File: src/source/dcache_pkg.sv
// shared types of the direct-mapped write-through data cache
// pipeline stages, cache manager and memory port all import this package
package dcache_pkg;

  // tag is the whole line address, independent of the index width
  localparam int TAG_LEN = 28;
  localparam int LINE_WORDS = 4;

  typedef struct packed {
    logic valid;
    logic [TAG_LEN-1:0] addr;
  } dcache_tag_t;

  typedef struct packed {
    logic valid;
    logic write;
    logic [31:0] addr;
    logic [31:0] wdata;
    logic [3:0] strb;
  } cpu_req_t;

  typedef struct packed {
    logic valid;
    logic [31:0] rdata;
  } cpu_rsp_t;

  typedef enum logic [1:0] {
    OP_NONE,
    OP_REFILL,
    OP_STORE
  } dm_op_e;

  // read fields come from EX, op fields from M2
  typedef struct packed {
    logic rd_valid;
    logic [31:0] rd_addr;
    logic op_valid;
    dm_op_e op;
    logic [31:0] op_addr;
    logic [31:0] op_wdata;
    logic [3:0] op_strb;
  } dm_req_t;

  typedef struct packed {
    dcache_tag_t tag;
    logic [31:0] rdata;
    logic rdata_valid;
    logic op_ready;
    logic op_done;
    logic [31:0] op_rdata;
  } dm_resp_t;

  // indices carry the full line / word address, receivers compare the low bits
  typedef struct packed {
    logic tag_we;
    logic [TAG_LEN-1:0] tag_idx;
    dcache_tag_t tag_data;
    logic data_we;
    logic [TAG_LEN+1:0] data_idx;
    logic [31:0] data_word;
  } dm_snoop_t;

  typedef enum logic [1:0] {
    M2_IDLE,
    M2_ISSUE,
    M2_WAIT
  } m2_state_e;

  typedef enum logic [1:0] {
    MGR_IDLE,
    MGR_FILL,
    MGR_WRITE,
    MGR_DONE
  } mgr_state_e;

  typedef struct packed {
    logic valid;
    logic write;
    logic [31:0] addr;
    logic [31:0] wdata;
    logic [3:0] strb;
  } mem_req_t;

  typedef struct packed {
    logic done;
    logic [31:0] rdata;
  } mem_rsp_t;

  function automatic logic cache_hit(dcache_tag_t tag, logic [31:0] addr);
    return tag.valid && (tag.addr == addr[31:32-TAG_LEN]);
  endfunction

  // byte lanes with strobe set take the new word
  function automatic logic [31:0] strb_merge(logic [31:0] old_word,
                                             logic [31:0] new_word,
                                             logic [3:0] strb);
    logic [31:0] merged;
    for (int i = 0; i < 4; i++) begin
      merged[8*i +: 8] = strb[i] ? new_word[8*i +: 8] : old_word[8*i +: 8];
    end
    return merged;
  endfunction

endpackage
File: src/source/lsu_m1_stage.sv
// EX and M1 stages of the load/store pipeline
// EX sends the array read, M1 captures tag and data and keeps them current
// through the manager's snoop broadcast while the pipeline is stalled
module lsu_m1_stage #(
  parameter int IDX_LEN = 8
) (
  input  logic                    clk,
  input  logic                    rst_n,
  input  dcache_pkg::cpu_req_t    cpu_req_i,
  input  logic                    stall_i,
  input  dcache_pkg::dm_resp_t    dm_resp_i,
  input  dcache_pkg::dm_snoop_t   dm_snoop_i,
  output dcache_pkg::dm_req_t     dm_rd_o,
  output dcache_pkg::cpu_req_t    m1_req_o,
  output dcache_pkg::dcache_tag_t m1_tag_o,
  output logic [31:0]             m1_data_o
);
  import dcache_pkg::*;

  logic accept;
  logic m1_valid_q;
  cpu_req_t m1_req_q;
  dcache_tag_t tag_q;
  logic [31:0] data_q;
  logic [IDX_LEN-1:0] m1_line;
  logic [IDX_LEN+1:0] m1_word;

  // EX stage, plain wiring to the read port
  assign accept = cpu_req_i.valid && !stall_i;

  always_comb begin
    dm_rd_o = '0;
    dm_rd_o.rd_valid = accept;
    dm_rd_o.rd_addr = cpu_req_i.addr;
  end

  always_ff @(posedge clk) begin
    if (!rst_n) begin
      m1_valid_q <= 1'b0;
    end else if (!stall_i) begin
      m1_valid_q <= accept;
    end
  end

  always_ff @(posedge clk) begin
    if (accept) begin
      m1_req_q <= cpu_req_i;
    end
  end

  assign m1_line = m1_req_q.addr[IDX_LEN+3:4];
  assign m1_word = m1_req_q.addr[IDX_LEN+3:2];

  always_comb begin
    // fresh read in the first M1 cycle, held copy afterwards
    m1_tag_o = dm_resp_i.rdata_valid ? dm_resp_i.tag : tag_q;
    m1_data_o = dm_resp_i.rdata_valid ? dm_resp_i.rdata : data_q;
    // array writes in flight override what was read
    if (dm_snoop_i.tag_we && dm_snoop_i.tag_idx[IDX_LEN-1:0] == m1_line) begin
      m1_tag_o = dm_snoop_i.tag_data;
    end
    if (dm_snoop_i.data_we && dm_snoop_i.data_idx[IDX_LEN+1:0] == m1_word) begin
      m1_data_o = dm_snoop_i.data_word;
    end
  end

  always_ff @(posedge clk) begin
    tag_q <= m1_tag_o;
    data_q <= m1_data_o;
  end

  always_comb begin
    m1_req_o = m1_req_q;
    m1_req_o.valid = m1_valid_q;
  end

  // the manager answers every EX read in the first M1 cycle
  read_returns_a: assert property (
    @(posedge clk) disable iff (!rst_n)
    dm_rd_o.rd_valid |=> dm_resp_i.rdata_valid && m1_valid_q
  );

endmodule

File: config.mk
export PLATFORM = sky130hd
export DESIGN_NAME = lsu_m1_stage
export DESIGN_NICKNAME = d
export VERILOG_FILES = /design/src/source/dcache_pkg.sv /design/src/source/lsu_m1_stage.sv
export SDC_FILE = /design/constraint.sdc
export NUM_CORES = 1
export LEC_CHECK = 0
export BUFFER_PORTS_ARGS = -buffer_cell sky130_fd_sc_hd__buf_2
export CAP_MARGIN = 15
export CELL_PAD_IN_SITES_DETAIL_PLACEMENT = 1
export CELL_PAD_IN_SITES_GLOBAL_PLACEMENT = 1
export CORE_AREA = 2 2 205 207
export CTS_CLUSTER_DIAMETER = 50
export DETAILED_ROUTE_END_ITERATION = 7
export DIE_AREA = 0 0 207 209
export HOLD_SLACK_MARGIN = 0.15
export PLACE_DENSITY = 0.51
export SLEW_MARGIN = 20
export SYNTH_ARGS = -nofsm -noshare
export SYNTH_HDL_FRONTEND = slang
export SYNTH_SLANG_ARGS = --single-unit
File: constraint.sdc
create_clock -name clk -period 12.9 [get_ports clk]
set_clock_uncertainty 0.15 [all_clocks]
set_input_delay 1.935 -clock clk [delete_from_list [all_inputs] [get_ports clk]]
set_output_delay 1.935 -clock clk [all_outputs]
set_load 0.05 [all_outputs]
Word level (Yosys, flattened, before mapping)
Cells that the tools add are included.

Register bits: 131. Bits of input ports: 290.

Reductions and logical operators: 4. Eq/ne operators: 2. Mux-type cells: 4.

Operators by type and width (number): two-way mux 32 bit (2); two-way mux 29 bit (2); == test 10 bit (1); == test 8 bit (1); logical AND 1 bit (3); zero test 1 bit (1).

Depth between registers and ports, before layout
Depth in word-level cells: 3. Mapped depth: 6.

Worst setup path before layout
OpenSTA, ideal clock, no wires.

Path type: input to output. Start point: input stall_i. End point: output dm_rd_o[103] in the netlist's numbering. Stages on the path: 2. Slack: 5149 ps. Buffers on the path: 1. Arrival: 5666 ps. Path through: nor2b_1 buf_4.

RTL lines: start, declared (RTL line lsu_m1_stage.sv:10) `input logic stall_i,`; end, declared (RTL line lsu_m1_stage.sv:13) `output dcache_pkg::dm_req_t dm_rd_o,`.

==> reports/results.ini <==
[timing]
period_share_pct=47.0
layout_min_cycle_time_ns=6.07
tightest_slew_ns=0.920
slew_viol_final=0
maxClockFrequency_mhz=165
slew_headroom_pct=38.7
setup_slack_ns=6.83
hold_violations=0
setup_viol=0
rsz0062_at_grt=false
tns_ns=0

[worst_setup_path]
critical_path_class=primary input to output pin
crit_arrival_ns=3.98
worstSetupEndpointType=output pin
crit_start=dm_snoop_i[96]
worstPathMaxFanout=29
worst_r2r_path_depth=5
cp-endpoint=m1_tag_o[3]
rrSetupSlack_ns=10.43
cp.required_ns=10.81
worst_setup_path_start_kind=primary input
reg2reg_to=tag_q[27]
r2r-start=m1_req_o[44]

[pwr]
cellLeakagePower_nw=3.72
power_density_mw_per_mm2=153
ir_drop_uv=98.3
seqPwrFrac_pct=37.9
pwr-share-clk_pct=36.4
combinationalPowerShare_pct=25.7
p_int_uw=811
p_switching_uw=471
switching_share_pct=36.7

[global_route]
top_usage_layer=met2
grt_pass1_vias=4438
use_met1_pct=8.32
antenna_found_initial=3
grt_max_degree=72
globalRouteMet3Util_pct=5.71
overflow=0
grt.total_usage_pct=8.78
grt_pass1_wl_mm=27.1
use_met2_pct=14.9

[cts]
cts-htree-levels=4
cts-resized-gates=0
cts.path.max_buffers=2
cts_tree=built
cts_setup_buffers=0
cts.sinks=131
numCtsBuffers=17
clock_latency_ns=0.47
cts_hold_buf=0
clkSlewWorstSetupHoldPaths_ns=0.06
root_buffer=clkbuf_16

[logic_synthesis]
synth_edf_count=69
synth-seq-cells=131
async_flop_share_pct=0
synthTopCellsByCount=mux2_2 (119), buf_4 (106), edfxtp_1 (69)
ys_types=17
synth-main-ff-cell=edfxtp_1
ys_top_cells_by_area=edfxtp_1 (36%), mux2_2 (23%), dfxtp_1 (21%), buf_4 (14%), xnor2_1 (2.7%)
synth.avg_cell_area_um2=14.5
syn_area_mm2=0.00580
yosysWarningCount=0
syn_inst=401
synth.most_common_cell=mux2_2
synth_area_leader_cell=edfxtp_1
synth.top_cell.area_share_pct=35.7
yosysSeqAreaShare_pct=57.1

[routing]
wirelength_mm=18.8
route.detailed.drc=0
via_count=4183
dr.pass1.iters=4
wl_per_cell_um=14.4
ant_nets=0
routed_via_density=3.20
first_iter_violations=60

[place]
place.gp.congestion=0.709
io_buffers=379
post-place-ws_ns=6.65
hpwl_mm=14.8

[floorplan]
ios=525
die_w_um=207
core_area_mm2=0.0413
initial_utilization_pct=14.0
dieHeight_um=209
placementRows=75
die_area_mm2=0.0433

[min_path]
hold_path_depth=2
holdCritPathClass=register to register

[flow_run]
maxCapViolCount=0

[cells_and_area]
final_nets=1045
area_growth_pct=44.0
fillers=4850
drive_gt1_share_pct=69.8

[status]
status=finished clean

## registers in the layout, summed over array words and instances, names as in the netlist
name,flops
m1_req_o,69
data_q,32
tag_q,29
m1_valid_q,1
## how the worst min path moves through the flow
stage,start,end
after global placement,m1_valid_q,m1_valid_q
after CTS,m1_valid_q,m1_valid_q
final,m1_valid_q,m1_valid_q
after global routing,m1_valid_q,m1_valid_q
after detailed placement,m1_valid_q,m1_valid_q
after floorplan,m1_valid_q,m1_valid_q
## stage by stage
step                      util [%]  power [mW]  area, um^2  cells  hold slack (ns)
after floorplan                  -       0.764        6060    471            0.330
after global placement        18.9       0.824        7800   1275            0.347
after detailed placement      18.9       0.828        7800   1275            0.375
after CTS                     20.2        1.31        8350   1307            0.391
after global routing          20.2        1.34        8350   1307            0.462
final                         20.2        1.28        8350   1308            0.386
## area by class of cell
type                       count  area [um^2]  share of cell area, %
timing repair buffer         383         1930                   23.1
tap                          539          674                   8.07
clock buffer                  17          425                   5.09
multi-input combinational    222         1890                   22.6
clock inverter                15          121                   1.45
sequential                   131         3310                   39.7
antenna                        1         2.50                 0.0300
## critical path, cell delays in order
cell     delay (ns)
buf_2          0.11
xnor2_1        0.28
nand4_1        0.35
nor3_4         0.24
buf_4          0.41
mux2_2         0.40
buf_2          0.22
## metal layers
layer	up-vias	routed length (um)
met4	4	335
met3	22	2320
met2	270	9510
met5	-	22
met1	1932	6620
li1	1955	-
## power by group through the flow
| stage | Sequential, mW | Clock, mW | Combinational [mW] |
|---|---|---|---|
| global placement | 0.494 | 0 | 0.331 |
| detailed placement | 0.496 | 0 | 0.332 |
| CTS | 0.487 | 0.495 | 0.333 |
| finish | 0.486 | 0.467 | 0.329 |
| global route | 0.490 | 0.505 | 0.345 |
| floorplan | 0.546 | 0 | 0.219 |
## cell families after synthesis
kind of cell / share of synthesized area (%)
XOR/XNOR: 2.72
AO/OA/AOI/OAI: 0.0862
other: 0.0647
multiplexers: 23.7
flip-flops: 57.1
buffers and inverters: 15.1
AND/OR/NAND/NOR: 1.23
## cells in the final DEF, fill, tap and decap left out, types with 3 or more instances in the layout
master       n
mux2_1       3
nand4_1      3
clkbuf_16   17
inv_6        6
buf_2      379
dfxtp_1     62
conb_1      71
edfxtp_1    69
xnor2_1     18
mux2_2     119
buf_4        4
Note: power is estimated with default switching activity, not from simulation.
