**src/source/dcache_pkg.sv**
```systemverilog
// shared types of the direct-mapped write-through data cache
// pipeline stages, cache manager and memory port all import this package
package dcache_pkg;

  // tag is the whole line address, independent of the index width
  localparam int TAG_LEN = 28;
  localparam int LINE_WORDS = 4;

  typedef struct packed {
    logic valid;
    logic [TAG_LEN-1:0] addr;
  } dcache_tag_t;

  typedef struct packed {
    logic valid;
    logic write;
    logic [31:0] addr;
    logic [31:0] wdata;
    logic [3:0] strb;
  } cpu_req_t;

  typedef struct packed {
    logic valid;
    logic [31:0] rdata;
  } cpu_rsp_t;

  typedef enum logic [1:0] {
    OP_NONE,
    OP_REFILL,
    OP_STORE
  } dm_op_e;

  // read fields come from EX, op fields from M2
  typedef struct packed {
    logic rd_valid;
    logic [31:0] rd_addr;
    logic op_valid;
    dm_op_e op;
    logic [31:0] op_addr;
    logic [31:0] op_wdata;
    logic [3:0] op_strb;
  } dm_req_t;

  typedef struct packed {
    dcache_tag_t tag;
    logic [31:0] rdata;
    logic rdata_valid;
    logic op_ready;
    logic op_done;
    logic [31:0] op_rdata;
  } dm_resp_t;

  // indices carry the full line / word address, receivers compare the low bits
  typedef struct packed {
    logic tag_we;
    logic [TAG_LEN-1:0] tag_idx;
    dcache_tag_t tag_data;
    logic data_we;
    logic [TAG_LEN+1:0] data_idx;
    logic [31:0] data_word;
  } dm_snoop_t;

  typedef enum logic [1:0] {
    M2_IDLE,
    M2_ISSUE,
    M2_WAIT
  } m2_state_e;

  typedef enum logic [1:0] {
    MGR_IDLE,
    MGR_FILL,
    MGR_WRITE,
    MGR_DONE
  } mgr_state_e;

  typedef struct packed {
    logic valid;
    logic write;
    logic [31:0] addr;
    logic [31:0] wdata;
    logic [3:0] strb;
  } mem_req_t;

  typedef struct packed {
    logic done;
    logic [31:0] rdata;
  } mem_rsp_t;

  function automatic logic cache_hit(dcache_tag_t tag, logic [31:0] addr);
    return tag.valid && (tag.addr == addr[31:32-TAG_LEN]);
  endfunction

  // byte lanes with strobe set take the new word
  function automatic logic [31:0] strb_merge(logic [31:0] old_word,
                                             logic [31:0] new_word,
                                             logic [3:0] strb);
    logic [31:0] merged;
    for (int i = 0; i < 4; i++) begin
      merged[8*i +: 8] = strb[i] ? new_word[8*i +: 8] : old_word[8*i +: 8];
    end
    return merged;
  endfunction

endpackage
```
**src/source/lsu_m2_stage.sv**
```systemverilog
// M2 stage of the load/store pipeline
// completes load hits directly, hands misses and stores to the cache manager
// and holds the pipeline until the manager reports completion
module lsu_m2_stage #(
  parameter int IDX_LEN = 8
) (
  input  logic                    clk,
  input  logic                    rst_n,
  input  dcache_pkg::cpu_req_t    m1_req_i,
  input  dcache_pkg::dcache_tag_t m1_tag_i,
  input  logic [31:0]             m1_data_i,
  input  dcache_pkg::dm_resp_t    dm_resp_i,
  input  dcache_pkg::dm_snoop_t   dm_snoop_i,
  output logic                    stall_o,
  output dcache_pkg::dm_req_t     dm_op_o,
  output dcache_pkg::cpu_rsp_t    cpu_rsp_o
);
  import dcache_pkg::*;

  m2_state_e state_q;
  logic m2_valid_q;
  cpu_req_t m2_req_q;
  logic hit_q;
  logic [31:0] data_q;
  logic need_op;
  logic [IDX_LEN-1:0] m2_line;

  assign m2_line = m2_req_q.addr[IDX_LEN+3:4];
  // stores always go to the manager, loads only on a miss
  assign need_op = m2_valid_q && (m2_req_q.write || !hit_q);
  assign stall_o = (state_q != M2_IDLE) || need_op;

  always_ff @(posedge clk) begin
    if (!rst_n) begin
      state_q <= M2_IDLE;
      m2_valid_q <= 1'b0;
    end else begin
      case (state_q)
        M2_IDLE: begin
          if (need_op) begin
            state_q <= M2_ISSUE;
          end else begin
            m2_valid_q <= m1_req_i.valid;
          end
        end
        M2_ISSUE: begin
          if (dm_resp_i.op_ready) begin
            state_q <= M2_WAIT;
          end
        end
        M2_WAIT: begin
          if (dm_resp_i.op_done) begin
            state_q <= M2_IDLE;
            m2_valid_q <= 1'b0;
          end
        end
        default: state_q <= M2_IDLE;
      endcase
    end
  end

  always_ff @(posedge clk) begin
    if (!stall_o) begin
      m2_req_q <= m1_req_i;
      hit_q <= cache_hit(m1_tag_i, m1_req_i.addr);
      data_q <= m1_data_i;
    end else if (dm_snoop_i.tag_we && dm_snoop_i.tag_idx[IDX_LEN-1:0] == m2_line) begin
      // tag replaced under a waiting item
      hit_q <= cache_hit(dm_snoop_i.tag_data, m2_req_q.addr);
    end
  end

  always_comb begin
    dm_op_o = '0;
    dm_op_o.op_valid = state_q == M2_ISSUE;
    dm_op_o.op = OP_NONE;
    if (state_q == M2_ISSUE) begin
      dm_op_o.op = m2_req_q.write ? OP_STORE : OP_REFILL;
    end
    dm_op_o.op_addr = m2_req_q.addr;
    dm_op_o.op_wdata = m2_req_q.wdata;
    dm_op_o.op_strb = m2_req_q.strb;
  end

  always_comb begin
    cpu_rsp_o.valid = 1'b0;
    cpu_rsp_o.rdata = '0;
    if (state_q == M2_IDLE && m2_valid_q && !need_op) begin
      cpu_rsp_o.valid = 1'b1;
      cpu_rsp_o.rdata = data_q;
    end else if (state_q == M2_WAIT && dm_resp_i.op_done) begin
      cpu_rsp_o.valid = 1'b1;
      // stores answer with zero
      cpu_rsp_o.rdata = m2_req_q.write ? '0 : dm_resp_i.op_rdata;
    end
  end

  // completion only arrives for an operation that was handed over
  done_only_when_waiting_a: assert property (
    @(posedge clk) disable iff (!rst_n)
    dm_resp_i.op_done |-> state_q == M2_WAIT
  );

endmodule

```
**config.mk**
```make
export PLATFORM = sky130hd
export DESIGN_NAME = lsu_m2_stage
export DESIGN_NICKNAME = d
export VERILOG_FILES = /design/src/source/dcache_pkg.sv /design/src/source/lsu_m2_stage.sv
export SDC_FILE = /design/constraint.sdc
export NUM_CORES = 1
export LEC_CHECK = 0
export ABC_AREA = 1
export BUFFER_PORTS_ARGS = -buffer_cell sky130_fd_sc_hd__buf_2
export CAP_MARGIN = 5
export CORE_AREA = 2 2 187 189
export CTS_CLUSTER_SIZE = 24
export DETAILED_ROUTE_END_ITERATION = 8
export DIE_AREA = 0 0 189 191
export PLACE_DENSITY = 0.48
export SLEW_MARGIN = 30
export SYNTH_ARGS = -nofsm -noshare
export SYNTH_HDL_FRONTEND = slang
export SYNTH_SLANG_ARGS = --single-unit
```
**constraint.sdc**
```tcl
create_clock -name clk -period 2.57 [get_ports clk]
set_input_delay 0.514 -clock clk [delete_from_list [all_inputs] [get_ports clk]]
set_output_delay 0.514 -clock clk [all_outputs]
set_load 0.01 [all_outputs]
```
Word-level counts from Yosys, hierarchy flattened. Index checks and enable logic that the tools add are counted.

Register bits: 105. Input bits: 350. Output and inout port bits: 138. Logic and storage cells: 48.

Equality and inequality tests: 10. Muxes and demuxes: 14. Reductions and logical operators: 16.

Operators by type and width (number): 33-bit two-way mux (2); 28-bit equality test (2); 32-bit two-way mux (1); 2-bit two-way mux (5); 8-bit equality test (1); 2-bit inequality test (second input constant) (4); 1-bit logical AND (7); 2-bit one-hot mux with 3 select lines (1); 3-bit AND reduction (2); 1-bit two-way mux (4); 2-bit nonzero test (2); 2-bit by 1-bit equality test with 1-bit output (second input constant) (1); 2-bit equality test (second input constant) (1); 1-bit zero test (2); 2-bit zero test (1); 1-bit logical OR (2); 2-bit by 1-bit inequality test with 1-bit output (second input constant) (1); 1-bit one-hot mux with 2 select lines (1).

Logic depth before layout (Yosys ltp).
Depth in word-level cells: 6. Mapped depth: 10. Depth with buffers taken out: 10.

Worst setup path before layout. OpenSTA, ideal clock, no wires.

Path type: reg-to-output. Start point: register m2_req_q[68] (netlist name). End point: output cpu_rsp_o[18] (netlist name). Data arrival time: 1646 ps. Required time: 2056 ps. Setup slack: 410 ps. Cell stages (with the launch flop): 9. Path buffers: 1. Path through: edfxtp_1 -> inv_2 -> nand2_2 -> nand2_2 -> nand2_4 -> inv_4 -> buf_6 -> nand3_1 -> nand2_1.

RTL lines: start, declared (RTL line lsu_m2_stage.sv:22) `cpu_req_t m2_req_q;`; start signal, assigned (RTL line lsu_m2_stage.sv:64) `m2_req_q <= m1_req_i;`; end, declared (RTL line lsu_m2_stage.sv:16) `output dcache_pkg::cpu_rsp_t cpu_rsp_o`.

==> flow_metrics.tcl <==
set metrics [dict create \
    holdWs_ns 0.315 \
    ys_warn_count 0 \
    p_per_area_nw_per_um2 767 \
    synth_top_flop_cell "edfxtp_1" \
    status "finished, final reports clean" \
    die_x_um 189 \
    critPathTopFamily "buffers and inverters" \
    portBuffers 309 \
    path_cells "inv_2 > nand2_2 > nand2_2 > nand2_4 > inv_6 > buf_4 > nand3_1 > nand2_1 > buf_2" \
    start_kind "flop" \
    power_switching_mw 2.02 \
    grt_pass1_vias 4365 \
    drt-initial-drc-count 162 \
    path_buf_inv 4 \
    synthDistinctLibCells 26 \
    synthCells 624 \
    cts-root-buf "clkbuf_16" \
    grt_first_pass_wirelength_mm 27.1 \
    synth_top_area_share_pct 53.4 \
    hold_path_class "in -> reg" \
    finalSetupTns_ns 0 \
    cp.arrival_ns 1.86 \
    synth_edf_count 102 \
    drt_first_pass_iters 6 \
    nFillCells 3816 \
    setup_viol 0 \
    hold_depth 1 \
    max_cap_viol_count 0 \
    rsz0062_at_grt "false" \
    initial_utilization_pct 16.8 \
    slew_headroom_pct 57.4 \
    antenna_found_initial 6 \
    ys_seq_elements 105 \
    gp_congestion 0.762 \
    cp_num_cells 9 \
    avgSynthCellArea_um2 9.20 \
    ant_nets 0 \
    drc_errors 0 \
    grt_max_degree 41 \
    p_sw_share_pct 35.2 \
    sequentialPowerShare_pct 46.3 \
    die_area_um2 36100 \
    rr_worst_depth 11 \
    drive_above_1_share_pct 38.9 \
    power.total_mw 5.73 \
    via_per_inst 3.46 \
    worst_pin_slew_ns 0.639 \
    cp_slowest_cell "edfxtp_1" \
    clk_latency_ns 0.37 \
    drt-total-wl_mm 19.9 \
    fin_skew_ns 0.0165 \
    nets 1221 \
    grt_util_all_layers_pct 10.7 \
    end_kind "output pin" \
    finalCritPeriodShare_pct 92.2 \
    hold_violations 0 \
    cp_max_fo 25 \
    vias 4611 \
    synth_area_leaders "edfxtp_1 53%, buf_4 13%, nand2_1 10%" \
    yosysSeqAreaShare_pct 54.4 \
    internal-power_mw 3.71 \
    clock-sinks 105 \
    cts_setup_buffers 0 \
    post-route-util_pct 21.9 \
    yosysTopAreaCell "edfxtp_1" \
    critPathMostFrequentCell "nand2_2" \
    maxSlewViolCount 0 \
    clkTransAtPathRegs_ns 0.08 \
    overflow 0 \
    coreArea_um2 34100 \
    rows 68 \
    ir_drop_uv 428 \
    cts_made_buffers 9 \
    critPathKind "reg -> out" \
    wl_per_cell_um 14.9 \
    io-pin-count 488 \
    cts_tree "done" \
    cp.required_ns 2.06 \
    clockBufferDepth 2 \
    die_h_um 191 \
    dpl.hpwl_mm 16.7 \
    power_frac_clock_pct 23.3 \
    netlist_area_um2 5740 \
    combPwrFrac_pct 30.4 \
    async_reset_ff_share_pct 0 \
    p_leak_nw 3.82 \
    fin_crit_ns 2.37 \
    htreeDepth 3 \
    fmax_mhz 422 \
    cpPeakStageDelay_ns 0.41 \
    area_growth_pct 30.3 \
]
[power groups by stage]
stage,logic (mW),registers (mW),clock network [mW]
3_5_place_dp,1.79,2.71,0
6_report,1.74,2.66,1.33
3_3_place_gp,1.78,2.70,0
5_1_grt,1.95,2.72,1.45
4_1_cts,1.79,2.68,1.41
2_1_floorplan,1.33,2.62,0
[final timing paths]
check | to | slack [ns] | from
hold / removal | data_q[0] | 0.31 | m1_data_i[0]
setup / recovery | cpu_rsp_o[29] | 0.20 | m2_req_q[68]
hold reg to reg | state_q[1] | 0.53 | state_q[1]
setup reg to reg | hit_q | 0.55 | m2_req_q[68]
[timing repair]
item | in CTS | in global routing
hold endpoints to repair | 0 | 0
hold buffers | 0 | 0
resized for setup | 0 | 1
setup endpoints to repair | 0 | 13
[registers in the layout (all words and copies together), names as in the netlist]
name        cells
hit_q           1
dm_op_o        68
m2_req_q        1
m2_valid_q      1
state_q         2
data_q         32
[through the flow]
stage / instance area (um^2) / setup slack (ns) / cells
2_1_floorplan: 5860 / 0.410 / 656
3_3_place_gp: 7200 / 0.431 / 1315
3_5_place_dp: 7200 / 0.422 / 1315
4_1_cts: 7460 / 0.0819 / 1330
5_1_grt: 7470 / 0.0288 / 1330
6_report: 7480 / 0.199 / 1334
[routing by layer]
metal  part of all wire [%]  up-vias  wire, um  track usage, %
met5                  0.040        -         8               0
met4                    1.3        2       251            3.22
met3                    9.1       14      1800            4.30
met2                     44      217      8780            16.3
met1                     45     2044      9030            13.8
li1                       -     2334         -               -
[kinds of logic after synthesis]
group / share of synthesized area [%]
buffers and inverters: 20.9
AOI/OAI and AO/OA: 1.20
xor gates and xnor gates: 3.36
DFF: 54.4
and+or+nand+nor: 20.0
other: 0.0653
[worst register-to-register path, cell delays in order (launching register included)]
cell	delay (ns)
edfxtp_1	0.41
inv_2	0.09
nand2_2	0.06
nand2_2	0.07
nand2_4	0.10
inv_6	0.20
buf_4	0.56
nor2_2	0.09
nand2_1	0.08
nor2_1	0.06
nand2_1	0.05
nand2_1	0.04
[area by class of cell]
cell class              count  area [um^2]  area share, %
flip-flops and latches    105         3120           41.8
repair buffers            318         1610           21.6
multi-input cells         341         1540           20.5
well taps                 455          569           7.61
inverters                  96          365           4.89
clock buffers              10          229           3.06
clock inverters             5         31.3          0.418
diodes                      4         10.0          0.134
[synth_stat cells, drive strengths merged (3+ instances only)]
cell    instances
dfxtp           3
nand3          70
edfxtp        102
nand4           4
xor2            5
nand2         163
inv            96
buf           111
o21ai           9
clkbuf          3
xnor2          17
nor2           32
[layout by cell type, fill, tap and decap left out, types with 2 or more instances in the layout]
cell type and count:
nand4_1 4, nor2_1 29, nor3_1 2, diode_2 4, buf_4 9, buf_2 309
inv_6 2, inv_1 94, xor2_1 5, clkbuf_16 9, nand2_1 160, nand3_1 70
edfxtp_1 102, nor2_2 3, a21oi_1 2, clkinv_2 2, dfxtp_1 3, xnor2_1 17
nand2_2 2, o21ai_0 9, conb_1 33
Note: power is estimated with default switching activity, not from simulation.
