### src/source/dcache_pkg.sv
// shared types of the direct-mapped write-through data cache
// pipeline stages, cache manager and memory port all import this package
package dcache_pkg;

  // tag is the whole line address, independent of the index width
  localparam int TAG_LEN = 28;
  localparam int LINE_WORDS = 4;

  typedef struct packed {
    logic valid;
    logic [TAG_LEN-1:0] addr;
  } dcache_tag_t;

  typedef struct packed {
    logic valid;
    logic write;
    logic [31:0] addr;
    logic [31:0] wdata;
    logic [3:0] strb;
  } cpu_req_t;

  typedef struct packed {
    logic valid;
    logic [31:0] rdata;
  } cpu_rsp_t;

  typedef enum logic [1:0] {
    OP_NONE,
    OP_REFILL,
    OP_STORE
  } dm_op_e;

  // read fields come from EX, op fields from M2
  typedef struct packed {
    logic rd_valid;
    logic [31:0] rd_addr;
    logic op_valid;
    dm_op_e op;
    logic [31:0] op_addr;
    logic [31:0] op_wdata;
    logic [3:0] op_strb;
  } dm_req_t;

  typedef struct packed {
    dcache_tag_t tag;
    logic [31:0] rdata;
    logic rdata_valid;
    logic op_ready;
    logic op_done;
    logic [31:0] op_rdata;
  } dm_resp_t;

  // indices carry the full line / word address, receivers compare the low bits
  typedef struct packed {
    logic tag_we;
    logic [TAG_LEN-1:0] tag_idx;
    dcache_tag_t tag_data;
    logic data_we;
    logic [TAG_LEN+1:0] data_idx;
    logic [31:0] data_word;
  } dm_snoop_t;

  typedef enum logic [1:0] {
    M2_IDLE,
    M2_ISSUE,
    M2_WAIT
  } m2_state_e;

  typedef enum logic [1:0] {
    MGR_IDLE,
    MGR_FILL,
    MGR_WRITE,
    MGR_DONE
  } mgr_state_e;

  typedef struct packed {
    logic valid;
    logic write;
    logic [31:0] addr;
    logic [31:0] wdata;
    logic [3:0] strb;
  } mem_req_t;

  typedef struct packed {
    logic done;
    logic [31:0] rdata;
  } mem_rsp_t;

  function automatic logic cache_hit(dcache_tag_t tag, logic [31:0] addr);
    return tag.valid && (tag.addr == addr[31:32-TAG_LEN]);
  endfunction

  // byte lanes with strobe set take the new word
  function automatic logic [31:0] strb_merge(logic [31:0] old_word,
                                             logic [31:0] new_word,
                                             logic [3:0] strb);
    logic [31:0] merged;
    for (int i = 0; i < 4; i++) begin
      merged[8*i +: 8] = strb[i] ? new_word[8*i +: 8] : old_word[8*i +: 8];
    end
    return merged;
  endfunction

endpackage
### src/source/apb_mem_requester.sv
// APB requester for the cache's memory port
// one manager transfer becomes one setup phase and one or more access cycles
module apb_mem_requester (
  input  logic                 clk,
  input  logic                 rst_n,
  input  dcache_pkg::mem_req_t mem_req_i,
  input  logic                 pready_i,
  input  logic [31:0]          prdata_i,
  output dcache_pkg::mem_rsp_t mem_rsp_o,
  output logic                 psel_o,
  output logic                 penable_o,
  output logic                 pwrite_o,
  output logic [31:0]          paddr_o,
  output logic [31:0]          pwdata_o,
  output logic [3:0]           pstrb_o
);
  import dcache_pkg::*;

  typedef enum logic [1:0] {
    APB_IDLE,
    APB_SETUP,
    APB_ACCESS
  } apb_state_e;

  apb_state_e state_q;
  mem_req_t req_q;

  // always back through IDLE, so transfers are one cycle apart at least
  always_ff @(posedge clk) begin
    if (!rst_n) begin
      state_q <= APB_IDLE;
    end else begin
      case (state_q)
        APB_IDLE: begin
          if (mem_req_i.valid) begin
            state_q <= APB_SETUP;
          end
        end
        APB_SETUP: state_q <= APB_ACCESS;
        APB_ACCESS: begin
          if (pready_i) begin
            state_q <= APB_IDLE;
          end
        end
        default: state_q <= APB_IDLE;
      endcase
    end
  end

  always_ff @(posedge clk) begin
    if (state_q == APB_IDLE && mem_req_i.valid) begin
      req_q <= mem_req_i;
    end
  end

  assign psel_o = state_q != APB_IDLE;
  assign penable_o = state_q == APB_ACCESS;
  assign pwrite_o = req_q.write;
  assign paddr_o = req_q.addr;
  assign pwdata_o = req_q.wdata;
  assign pstrb_o = req_q.strb;

  assign mem_rsp_o.done = (state_q == APB_ACCESS) && pready_i;
  assign mem_rsp_o.rdata = prdata_i;

  // the latched transfer still matches the manager's request on the bus
  bus_matches_req_a: assert property (
    @(posedge clk) disable iff (!rst_n)
    psel_o |-> mem_req_i.valid && mem_req_i == req_q
  );

endmodule

### config.mk
export PLATFORM = sky130hd
export DESIGN_NAME = apb_mem_requester
export DESIGN_NICKNAME = d
export VERILOG_FILES = /design/src/source/dcache_pkg.sv /design/src/source/apb_mem_requester.sv
export SDC_FILE = /design/constraint.sdc
export NUM_CORES = 1
export LEC_CHECK = 0
export BUFFER_PORTS_ARGS = -buffer_cell sky130_fd_sc_hd__buf_2
export CAP_MARGIN = 5
export CORE_ASPECT_RATIO = 0.9
export CORE_MARGIN = 1.5
export CORE_UTILIZATION = 25
export CTS_BUF_LIST = sky130_fd_sc_hd__clkbuf_4 sky130_fd_sc_hd__clkbuf_8
export CTS_CLUSTER_SIZE = 8
export DETAILED_ROUTE_END_ITERATION = 16
export GPL_TIMING_DRIVEN = 0
export RECOVER_POWER = 100
export SETUP_SLACK_MARGIN = 0.3
export SYNTH_ARGS = -nofsm -noshare
export SYNTH_HDL_FRONTEND = slang
export SYNTH_SLANG_ARGS = --single-unit
### constraint.sdc
create_clock -name clk -period 3.6 [get_ports clk]
set_input_delay 0.36 -clock clk [delete_from_list [all_inputs] [get_ports clk]]
set_output_delay 0.36 -clock clk [all_outputs]
set_load 0.01 [all_outputs]
**After elaboration in Yosys (flattened, before gate mapping)**

Index checks and enable logic that the tools add are counted.

- Word-level logic and storage cells: 17
- Input port bits: 105
- Register bits: 71
- Output and inout bits: 104

- Mux-type cells: 3
- Reduce and logical (&&, ||, !) cells: 5
- Equal/unequal tests: 4

Operators by type and width:

| kind | count |
|---|---|
| 2-bit case mux with 3 select lines | 1 |
| 2-bit two-way mux | 2 |
| 2-bit != test (second input constant) | 2 |
| 2-bit by 1-bit equality test with 1-bit output (second input constant) | 1 |
| 2-bit equality test (second input constant) | 1 |
| 1-bit logical AND | 2 |
| 2-bit logical NOT | 1 |
| 2-bit AND reduction | 1 |
| 2-bit nonzero test | 1 |

**Logic depth before layout (Yosys ltp)**

Gate-level depths: netlist of run 1.

- Depth after elaboration: 3
- Depth in mapped cells: 2
- Gate-level depth less buffers: 2

**Worst setup path after synthesis of run 1**

Ideal clock, no wire load.

- Path type: flip-flop to flip-flop
- Start point: reg state_q[1]
- End point: reg req_q (netlist bit paddr_o[0]) (enable)
- Period minus slack after synthesis: 3.526 ns
- Stages on the path, launching flop included: 2
- Slack: 0.074 ns
- Data required time: 3.115 ns
- Data arrival time: 3.041 ns
- Cells stage by stage: dfxtp_1 > nor3b_2

- Longest elaborated chain between the ends: 2

RTL lines:

| what | RTL line | text |
|---|---|---|
| start: declaration | apb_mem_requester.sv:25 | `apb_state_e state_q;` |
| start signal: assignment | apb_mem_requester.sv:31 | `state_q <= APB_IDLE;` |
| start signal: assignment | apb_mem_requester.sv:36 | `state_q <= APB_SETUP;` |
| start signal: assignment | apb_mem_requester.sv:39 | `APB_SETUP: state_q <= APB_ACCESS;` |
| 2-bit logical NOT | apb_mem_requester.sv:51 | `if (state_q == APB_IDLE && mem_req_i.valid) begin` |
| 1-bit logical AND | apb_mem_requester.sv:51 |  |
| end signal: assignment | apb_mem_requester.sv:52 | `req_q <= mem_req_i;` |
| end: declaration | apb_mem_requester.sv:26 | `mem_req_t req_q;` |

Every way passes these cells.
A chain may end at the register's enable or synchronous reset.

**Final worst setup path of run 1**

- Start point: reg state_q[1]
- End point: reg req_q (netlist bit paddr_o[14]) (enable)

Same word-level chain as after synthesis.

==> results of run 1 <==
[sequential cells by signal, indices dropped and copies added (netlist names)]
register / cells
pwrite_o: 1
pstrb_o: 4
pwdata_o: 32
state_q: 2
paddr_o: 32
[worst register-to-register path, cell delays in order (launching register included)]
cell	delay [ps]
dfxtp_1	330
nor3b_1	1340
buf_16	250
buf_16	170
[cells in the mapped netlist, drive strengths merged]
| library cell | number |
|---|---|
| edfxtp | 69 |
| buf | 32 |
| and2 | 2 |
| dfxtp | 2 |
| a31o | 1 |
| and3b | 1 |
| inv | 1 |
| nor2b | 1 |
| nor3b | 1 |
| or2 | 1 |
[report_power, final]
part           switching, W  internal, W
registers         0.0000138     0.000974
logic              0.000109    0.0000968
clock network      0.000300     0.000331
[layout make-up]
cell class                 instances  area, um^2  share of cell area (%)
clock buffer                      10         131                    3.64
inverter                           1        3.75                   0.104
timing repair buffer             180         851                    23.6
multi-input combinational          7        50.0                    1.39
clock inverter                     6        70.1                    1.94
buffer                            32         240                    6.65
tap                              122         153                    4.23
sequential                        71        2110                    58.5
[through the flow]
| stage | worst slack (ps) | util [%] | hold WS (ps) | cell area (um^2) |
|---|---|---|---|---|
| floorplan | 1010 | - | 459 | 2420 |
| global placement | 146 | 37.3 | 536 | 3450 |
| detailed placement | 1870 | 38.4 | 538 | 3550 |
| CTS | 1940 | 40.6 | 164 | 3750 |
| global route | 979 | 39.0 | 155 | 3610 |
| finish | 1220 | 39.0 | 192 | 3610 |
[cells by family (layout without fill, tap and decap cells)]
| group | Yosys count | in the layout | synth area share (%) |
|---|---|---|---|
| compound gates | 1 | 1 | 0.363 |
| buf+inv | 33 | 229 | 10.1 |
| flops | 71 | 71 | 87.5 |
| simple gates | 6 | 6 | 2.02 |
[routing by layer]
layer / routed length [um] / vias to the layer above
met2: 2560 / 132
met4: 74 / 0
met1: 2070 / 733
met5: 0 / -
li1: - / 759
met3: 775 / 5
[how the worst max path moves through the flow]
stage	endpoint	slack, ps
2_1_floorplan	paddr_o[0]$_DFFE_PP_	1010
3_3_place_gp	pstrb_o[2]$_DFFE_PP_	150
3_5_place_dp	pwdata_o[16]$_DFFE_PP_	1870
4_1_cts	pwdata_o[11]$_DFFE_PP_	1940
5_1_grt	paddr_o[14]$_DFFE_PP_	980
6_report	paddr_o[14]$_DFFE_PP_	1220
==> results.py, run 1 <==
metrics = {
    "sta": {
        "rsz0062_at_grt": "false",
        "fin_crit_sh_pct": 66.0,
        "fin_crit_ps": 2380,
        "slew_headroom_pct": -14.1,
        "worst_pin_slew_ps": 1710,
        "fmax_mhz": 421,
        "final-setup-viol-count": 0,
        "setup_tns_ps": 0,
        "worst_clock_skew_ps": 5.76,
        "hold_violations": 0,
        "maxSlewViolCount": 9,
    },
    "detailed_routing": {
        "final_antenna_net_count": 0,
        "drt_iter0_drc": 45,
        "wl_mm": 5.48,
        "vias_per_cell": 3.80,
        "drc": 0,
        "vias": 1629,
        "routedWlPerCell_um": 12.8,
        "drtPass1Iterations": 4,
    },
    "setup_path": {
        "critical_path.max_stage_delay_ps": 1340,
        "cp_cell_sequence": "nor3b_1 > buf_16 > buf_16",
        "startpoint": "state_q[1]$_SDFFE_PN0P_",
        "crit_top_cell": "buf_16",
        "rr_endpoint": "paddr_o[14]$_DFFE_PP_",
        "crit_buf_inv": 2,
        "crit_type": "flip-flop to flip-flop",
        "slowest_stage": "nor3b_1",
        "reg2reg_depth": 3,
        "worstPathMaxFanout": 18,
        "critPathArrivalTime_ps": 2430,
        "cp_top_family": "simple AND/OR/NAND/NOR gates",
        "cp_num_cells": 3,
        "reg2reg_slack_ps": 1220,
        "cp-end-kind": "flip-flop",
        "crit-reg2reg-launch": "state_q[1]$_SDFFE_PN0P_",
        "critPathLaunchType": "flip-flop",
        "cp.required_ps": 3650,
    },
    "synthesis": {
        "synth_top_area_share_pct": 85.8,
        "synth.avg_cell_area_um2": 21.7,
        "ys_ff_latch": 71,
        "yosys-top-cells-area": "edfxtp_1, buf_4, dfxtp_1",
        "yosysWarningCount": 0,
        "syn_area_um2": 2410,
        "syn_inst": 111,
        "syn_nets": 216,
        "synth.distinct_cells": 10,
        "seq_area_frac_synth_pct": 87.5,
        "synth_area_leader_cell": "edfxtp_1",
    },
    "final_layout": {
        "antenna_cells": 0,
        "fin_cells": 429,
        "fin_nets": 407,
        "fill_cells": 938,
        "drive_gt1_share_pct": 41.0,
        "synthToLayoutAreaGrowth_pct": 49.6,
        "final_common_cell": "clkbuf_1",
        "final_cell_mix": "clkbuf_1, buf_2, edfxtp_1",
    },
    "floorplanning": {
        "start_util_pct": 26.1,
        "ios": 209,
        "die_height_um": 96.2,
        "die_width_um": 107,
        "core_area_um2": 9250,
        "die_area_um2": 10300,
        "rows": 33,
    },
    "clock_network": {
        "ctsHoldBuffers": 0,
        "root_buffer": "clkbuf_8",
        "cts.path.max_buffers": 2,
        "clk_pin_slew_ps": 80,
        "numCtsBuffers": 9,
        "clock_sinks": 71,
        "worst_skew_pair.late_latency_ps": 340,
        "cts_tree": "yes",
        "post-cts-setup-buffers": 0,
        "cts_resized": 0,
        "htree_num_levels": 3,
    },
    "placed_design": {
        "place_congestion": 0.657,
        "io_buffer_count": 176,
        "dp.cells": 413,
        "place_hpwl_mm": 4.32,
    },
    "power": {
        "power_leakage_nw": 1.41,
        "total_power_w": 0.00182,
        "peakVddDrop_v": 0.000235,
        "p_per_area_nw_per_um2": 505,
    },
    "grt": {
        "grt_max_degree": 19,
        "antenna_found_initial": 0,
        "use_met1_pct": 11.1,
        "grt_pass1_vias": 1473,
        "grtUsageTotal_pct": 10.0,
        "grt_first_pass_wirelength_mm": 7.37,
        "gr-usage-met3_pct": 5.82,
        "grtUsageMet2_pct": 15.8,
        "grt.overflow.total": 0,
        "busiest_layer": "met2",
    },
    "hold_path": {
        "holdPathStages": 1,
        "hold_start": "mem_req_i[12]",
        "worst_hold_path_type": "primary input to flip-flop",
        "holdPathEnd": "pwdata_o[8]$_DFFE_PP_",
    },
    "status": {
        "failed_checks": "capacitance limit, slew limit",
        "outcome": "finished with violations",
    },
    "run": {
        "cap_violations": 1,
    },
}
(Power assumes the default switching activity.)
==> inputs of run 2 (changes only) <==
clock period = 2.3 ns   (was 3.6 ns; I/O delays follow)
==> results.py, run 2 (synthesis results as in run 1) <==
metrics = {
    "status": {
        "outcome": "finished, final reports clean",
    },
    "power": {
        "switching_share_pct": 23.3,
        "seq_power_share_pct": 54.3,
        "peakVddDrop_v": 0.000354,
        "intPower_w": 0.00218,
        "clock_power_share_pct": 34.9,
        "p_switching_w": 0.000663,
        "p_per_area_nw_per_um2": 795,
        "comb_power_share_pct": 10.7,
        "power_leakage_nw": 1.39,
    },
    "clock_network": {
        "cts_resized": 0,
        "ctsHoldBuffers": 0,
        "worst_skew_pair.late_latency_ps": 330,
        "root_buffer": "clkbuf_8",
        "htree_num_levels": 3,
        "numCtsBuffers": 9,
        "clk_pin_slew_ps": 80,
        "cts.path.max_buffers": 2,
        "cts_tree": "yes",
        "clock_sinks": 71,
    },
    "final_layout": {
        "finalCoreUtilization_pct": 38.7,
        "final_area_um2": 3580,
        "final_common_cell": "clkbuf_1",
        "fin_nets": 407,
        "drive_gt1_share_pct": 40.7,
        "fin_cells": 430,
        "final_cell_mix": "clkbuf_1, buf_2, edfxtp_1",
        "synthToLayoutAreaGrowth_pct": 48.2,
    },
    "detailed_routing": {
        "drt_iter0_drc": 19,
        "final_antenna_net_count": 0,
        "routedWlPerCell_um": 12.4,
        "wl_mm": 5.32,
        "drc": 0,
        "drtPass1Iterations": 4,
        "vias": 1626,
        "vias_per_cell": 3.78,
    },
    "setup_path": {
        "worstPathMaxFanout": 14,
        "rr_endpoint": "paddr_o[5]$_DFFE_PP_",
        "critical_path.max_stage_delay_ps": 590,
        "crit_type": "flip-flop to flip-flop",
        "reg2reg_depth": 2,
        "cp.required_ps": 2270,
        "cp_cell_sequence": "nor3b_1 > clkbuf_1",
        "cp_top_family": "buffers and inverters",
        "critPathArrivalTime_ps": 1620,
        "slowest_stage": "clkbuf_1",
        "crit_buf_inv": 1,
        "critPathLaunchType": "flip-flop",
        "reg2reg_slack_ps": 650,
        "cp-end-kind": "flip-flop",
        "crit-reg2reg-launch": "state_q[1]$_SDFFE_PN0P_",
    },
    "grt": {
        "grt_pass1_vias": 1527,
        "grtUsageTotal_pct": 9.91,
        "antenna_found_initial": 1,
        "grt_first_pass_wirelength_mm": 7.27,
        "grt_max_degree": 23,
        "grt.overflow.total": 0,
    },
    "placed_design": {
        "io_buffer_count": 176,
        "place_congestion": 0.631,
        "preCtsSetupSlack_ps": 286,
        "place_hpwl_mm": 4.24,
        "place_area_um2": 3510,
        "dp.cells": 412,
    },
    "sta": {
        "worst_pin_slew_ps": 704,
        "fin_ws_ps": 651,
        "worst_clock_skew_ps": 2.98,
        "fin_crit_ps": 1650,
        "fmax_mhz": 606,
        "hold_violations": 0,
        "fin_crit_sh_pct": 71.7,
        "setup_tns_ps": 0,
        "maxSlewViolCount": 0,
        "slew_headroom_pct": 53.1,
        "final-setup-viol-count": 0,
        "rsz0062_at_grt": "false",
    },
    "floorplanning": {
        "core_area_um2": 9250,
        "die_width_um": 107,
        "ios": 209,
        "die_area_um2": 10300,
        "start_util_pct": 26.1,
        "die_height_um": 96.2,
        "rows": 33,
    },
    "hold_path": {
        "holdPathStages": 1,
        "worst_hold_path_type": "primary input to flip-flop",
        "holdPathEnd": "pstrb_o[0]$_DFFE_PP_",
        "hold_start": "mem_req_i[0]",
    },
    "run": {
        "cap_violations": 0,
    },
}
[run 2: changes by cell type in the layout (fill, tap and decap cells not counted)]
| cell | before | now |
|---|---|---|
| buf_16 | 3 | 1 |
| dfxtp_1 | 2 | 1 |
| dfxtp_2 | 0 | 1 |
| diode_2 | 0 | 1 |
| buf_8 | 1 | 2 |
| and2_0 | 1 | 0 |
| buf_2 | 74 | 73 |
| and2_1 | 1 | 2 |
| clkbuf_1 | 102 | 104 |
[run 2: metrics by stage]
step / hold WS, ps / power, W
finish: 62.4 / 0.00284
global route: 26.5 / 0.00298
CTS: 39.8 / 0.00293
detailed placement: 408 / 0.00192
global placement: 407 / 0.00190
floorplan: 329 / 0.00172
[run 2: worst max path at each step]
| stage | start | end | slack (ps) | cells after the start |
|---|---|---|---|---|
| 6_report | state_q[1]$_SDFFE_PN0P_ | paddr_o[5]$_DFFE_PP_ | 650 | 2 |
| 5_1_grt | state_q[1]$_SDFFE_PN0P_ | paddr_o[5]$_DFFE_PP_ | 560 | 2 |
| 4_1_cts | state_q[0]$_SDFFE_PN0P_ | pwdata_o[1]$_DFFE_PP_ | 300 | 4 |
| 3_5_place_dp | state_q[0]$_SDFFE_PN0P_ | paddr_o[1]$_DFFE_PP_ | 290 | 4 |
| 3_3_place_gp | state_q[0]$_SDFFE_PN0P_ | paddr_o[1]$_DFFE_PP_ | -990 | 1 |
| 2_1_floorplan | state_q[0]$_SDFFE_PN0P_ | paddr_o[0]$_DFFE_PP_ | -270 | 1 |
[run 2: worst reg2reg max path, stage by stage (launching register included)]
cell and delay, ps:
dfxtp_1 330, nor3b_1 360, clkbuf_1 590
[run 2: metal layers]
| layer | track usage, % | up-vias | wire length [um] |
|---|---|---|---|
| met1 | 9.68 | 720 | 1910 |
| met2 | 16.7 | 137 | 2520 |
| li1 | - | 762 | - |
| met3 | 6.43 | 7 | 810 |
| met4 | 4.33 | 0 | 76 |
| met5 | 0 | - | 0 |
[run 2: power groups by stage]
stage | Clock, W | Sequential, W | Combinational [W]
2_1_floorplan | 0 | 0.00163 | 0.0000959
5_1_grt | 0.00109 | 0.00155 | 0.000335
3_5_place_dp | 0 | 0.00158 | 0.000342
4_1_cts | 0.00104 | 0.00155 | 0.000342
6_report | 0.000993 | 0.00155 | 0.000305
3_3_place_gp | 0 | 0.00158 | 0.000318
[run 2: area by class of cell]
type                    instances  area (um^2)
well taps                     122          153
multi-input cells               7         50.0
inverters                       1         3.75
flip-flops and latches         71         2110
clock inverters                 6         70.1
diodes                          1         2.50
plain buffers                  32          240
clock buffers                  10          131
fillers                       961         5670
repair buffers                180          813
[run 2: repair_timing]
action	CTS	global route
setup endpoints to repair	0	22
hold endpoints to repair	0	0
buffers inserted	0	1
==> inputs of run 3 (changes only) <==
clock period = 1.6 ns   (was 2.3 ns; I/O delays follow)
==> results.py, run 3 (synthesis results as in run 1) <==
metrics = {
    "status": {
        "outcome": "finished, final reports clean",
    },
    "hold_path": {
        "worst_hold_path_type": "primary input to flip-flop",
        "hold_start": "rst_n",
    },
    "floorplanning": {
        "rows": 33,
        "die_width_um": 107,
        "die_area_um2": 10300,
        "die_height_um": 96.2,
        "start_util_pct": 26.1,
        "core_area_um2": 9250,
        "ios": 209,
    },
    "setup_path": {
        "reg2reg_slack_ps": 170,
        "crit-reg2reg-launch": "state_q[0]$_SDFFE_PN0P_",
        "cp_top_family": "buffers and inverters",
        "worstPathMaxFanout": 14,
        "critPathLaunchType": "flip-flop",
        "cp.required_ps": 1660,
        "cp_num_cells": 4,
        "startpoint": "state_q[0]$_SDFFE_PN0P_",
        "critPathArrivalTime_ps": 1490,
        "crit_buf_inv": 3,
        "cp_cell_sequence": "nor3b_4 > clkbuf_1 > buf_16 > clkbuf_16",
        "reg2reg_depth": 4,
        "cp-end-kind": "flip-flop",
        "critPathCapture": "pwdata_o[5]$_DFFE_PP_",
        "critical_path.max_stage_delay_ps": 350,
        "crit_type": "flip-flop to flip-flop",
        "slowest_stage": "dfxtp_1",
        "rr_endpoint": "pwdata_o[5]$_DFFE_PP_",
    },
    "sta": {
        "worst_pin_slew_ps": 333,
        "final-setup-viol-count": 0,
        "fin_ws_ps": 170,
        "rsz0062_at_grt": "true",
        "fin_hold_ws_ps": 55.9,
        "slew_headroom_pct": 77.8,
        "fin_crit_ps": 1430,
        "maxSlewViolCount": 0,
        "worst_clock_skew_ps": 4.28,
        "hold_violations": 0,
        "fmax_mhz": 699,
        "setup_tns_ps": 0,
        "fin_crit_sh_pct": 89.4,
    },
    "final_layout": {
        "final_cell_mix": "clkbuf_1, buf_2, dlygate4sd3_1, edfxtp_1, buf_4",
        "drive_gt1_share_pct": 35.1,
        "antenna_cells": 0,
        "final_common_cell": "clkbuf_1",
        "fin_nets": 487,
        "synthToLayoutAreaGrowth_pct": 82.2,
    },
    "clock_network": {
        "root_buffer": "clkbuf_8",
        "clk_pin_slew_ps": 80,
        "cts.path.max_buffers": 2,
        "htree_num_levels": 3,
        "worst_skew_pair.late_latency_ps": 330,
        "numCtsBuffers": 9,
        "cts_tree": "yes",
        "clock_sinks": 71,
    },
    "detailed_routing": {
        "wl_mm": 6.31,
        "routedWlPerCell_um": 12.4,
        "final_antenna_net_count": 0,
        "vias": 1935,
        "drc": 0,
        "drt_iter0_drc": 24,
        "vias_per_cell": 3.80,
        "drtPass1Iterations": 3,
    },
    "grt": {
        "antenna_found_initial": 0,
        "grt_pass1_vias": 1890,
        "grt_max_degree": 23,
        "grt.overflow.total": 0,
        "grtUsageTotal_pct": 11.7,
        "grt_first_pass_wirelength_mm": 8.78,
    },
    "power": {
        "peakVddDrop_v": 0.000519,
        "p_per_area_nw_per_um2": 975,
        "power_leakage_nw": 1.75,
    },
    "run": {
        "cap_violations": 0,
    },
    "placed_design": {
        "preCtsSetupSlack_ps": -414,
        "place_congestion": 0.631,
        "place_hpwl_mm": 4.24,
        "io_buffer_count": 176,
    },
}
run 3: final cells by class:
type / instances / area [um^2]
Sequential cell: 71 / 2110
Clock inverter: 6 / 70.1
Clock buffer: 10 / 131
Tap cell: 122 / 153
Fill cell: 878 / 4850
Buffer: 32 / 240
Timing Repair Buffer: 260 / 1630
Inverter: 1 / 3.75
Multi-Input combinational cell: 7 / 61.3
run 3: repair_timing:
item	CTS	global route
endpoints found under the setup margin	70	40
hold buffers	69	0
gates cloned	0	2
gates resized for setup	3	2
hold endpoints to repair	69	0
setup buffers	2	8
pin swaps	1	1
run 3: power breakdown:
| group | switching [W] | total (W) | internal, W |
|---|---|---|---|
| Combinational | 0.000277 | 0.000633 | 0.000356 |
| Clock | 0.000683 | 0.00143 | 0.000745 |
| Sequential | 0.0000349 | 0.00223 | 0.00219 |
| Total | 0.000995 | 0.00429 | 0.00329 |
run 3: how the worst min path moves through the flow:
stage               slack, ps  depth (start not counted)                 endpoint
global route               50                          2  state_q[0]$_SDFFE_PN0P_
CTS                        40                          2  state_q[0]$_SDFFE_PN0P_
finish                     60                          2  state_q[0]$_SDFFE_PN0P_
floorplan                 260                          0     paddr_o[0]$_DFFE_PP_
detailed placement        340                          1    paddr_o[15]$_DFFE_PP_
global placement          340                          1    paddr_o[26]$_DFFE_PP_
run 3: metrics by stage:
step                      utilization [%]  power, W  std cells  area (um^2)
after floorplan                         -   0.00248        111         2420
after global placement               37.4   0.00273        409         3450
after detailed placement             38.0   0.00276        412         3510
after CTS                            47.9   0.00435        499         4430
after global routing                 47.6   0.00450        509         4400
final                                47.6   0.00429        509         4400
run 3: worst register-to-register path: cells and delay by family (launching register included):
family / cells / cell delay (ps)
flops: 1 / 350
simple gates: 1 / 200
buf+inv: 3 / 600
run 3: per-layer routing:
metal / vias to the layer above / routed length (um) / GRT usage [%]
li1: 920 / - / -
met1: 874 / 2310 / 11.4
met2: 134 / 3240 / 21.3
met3: 7 / 691 / 5.82
met4: 0 / 76 / 4.33
met5: - / 0 / 0
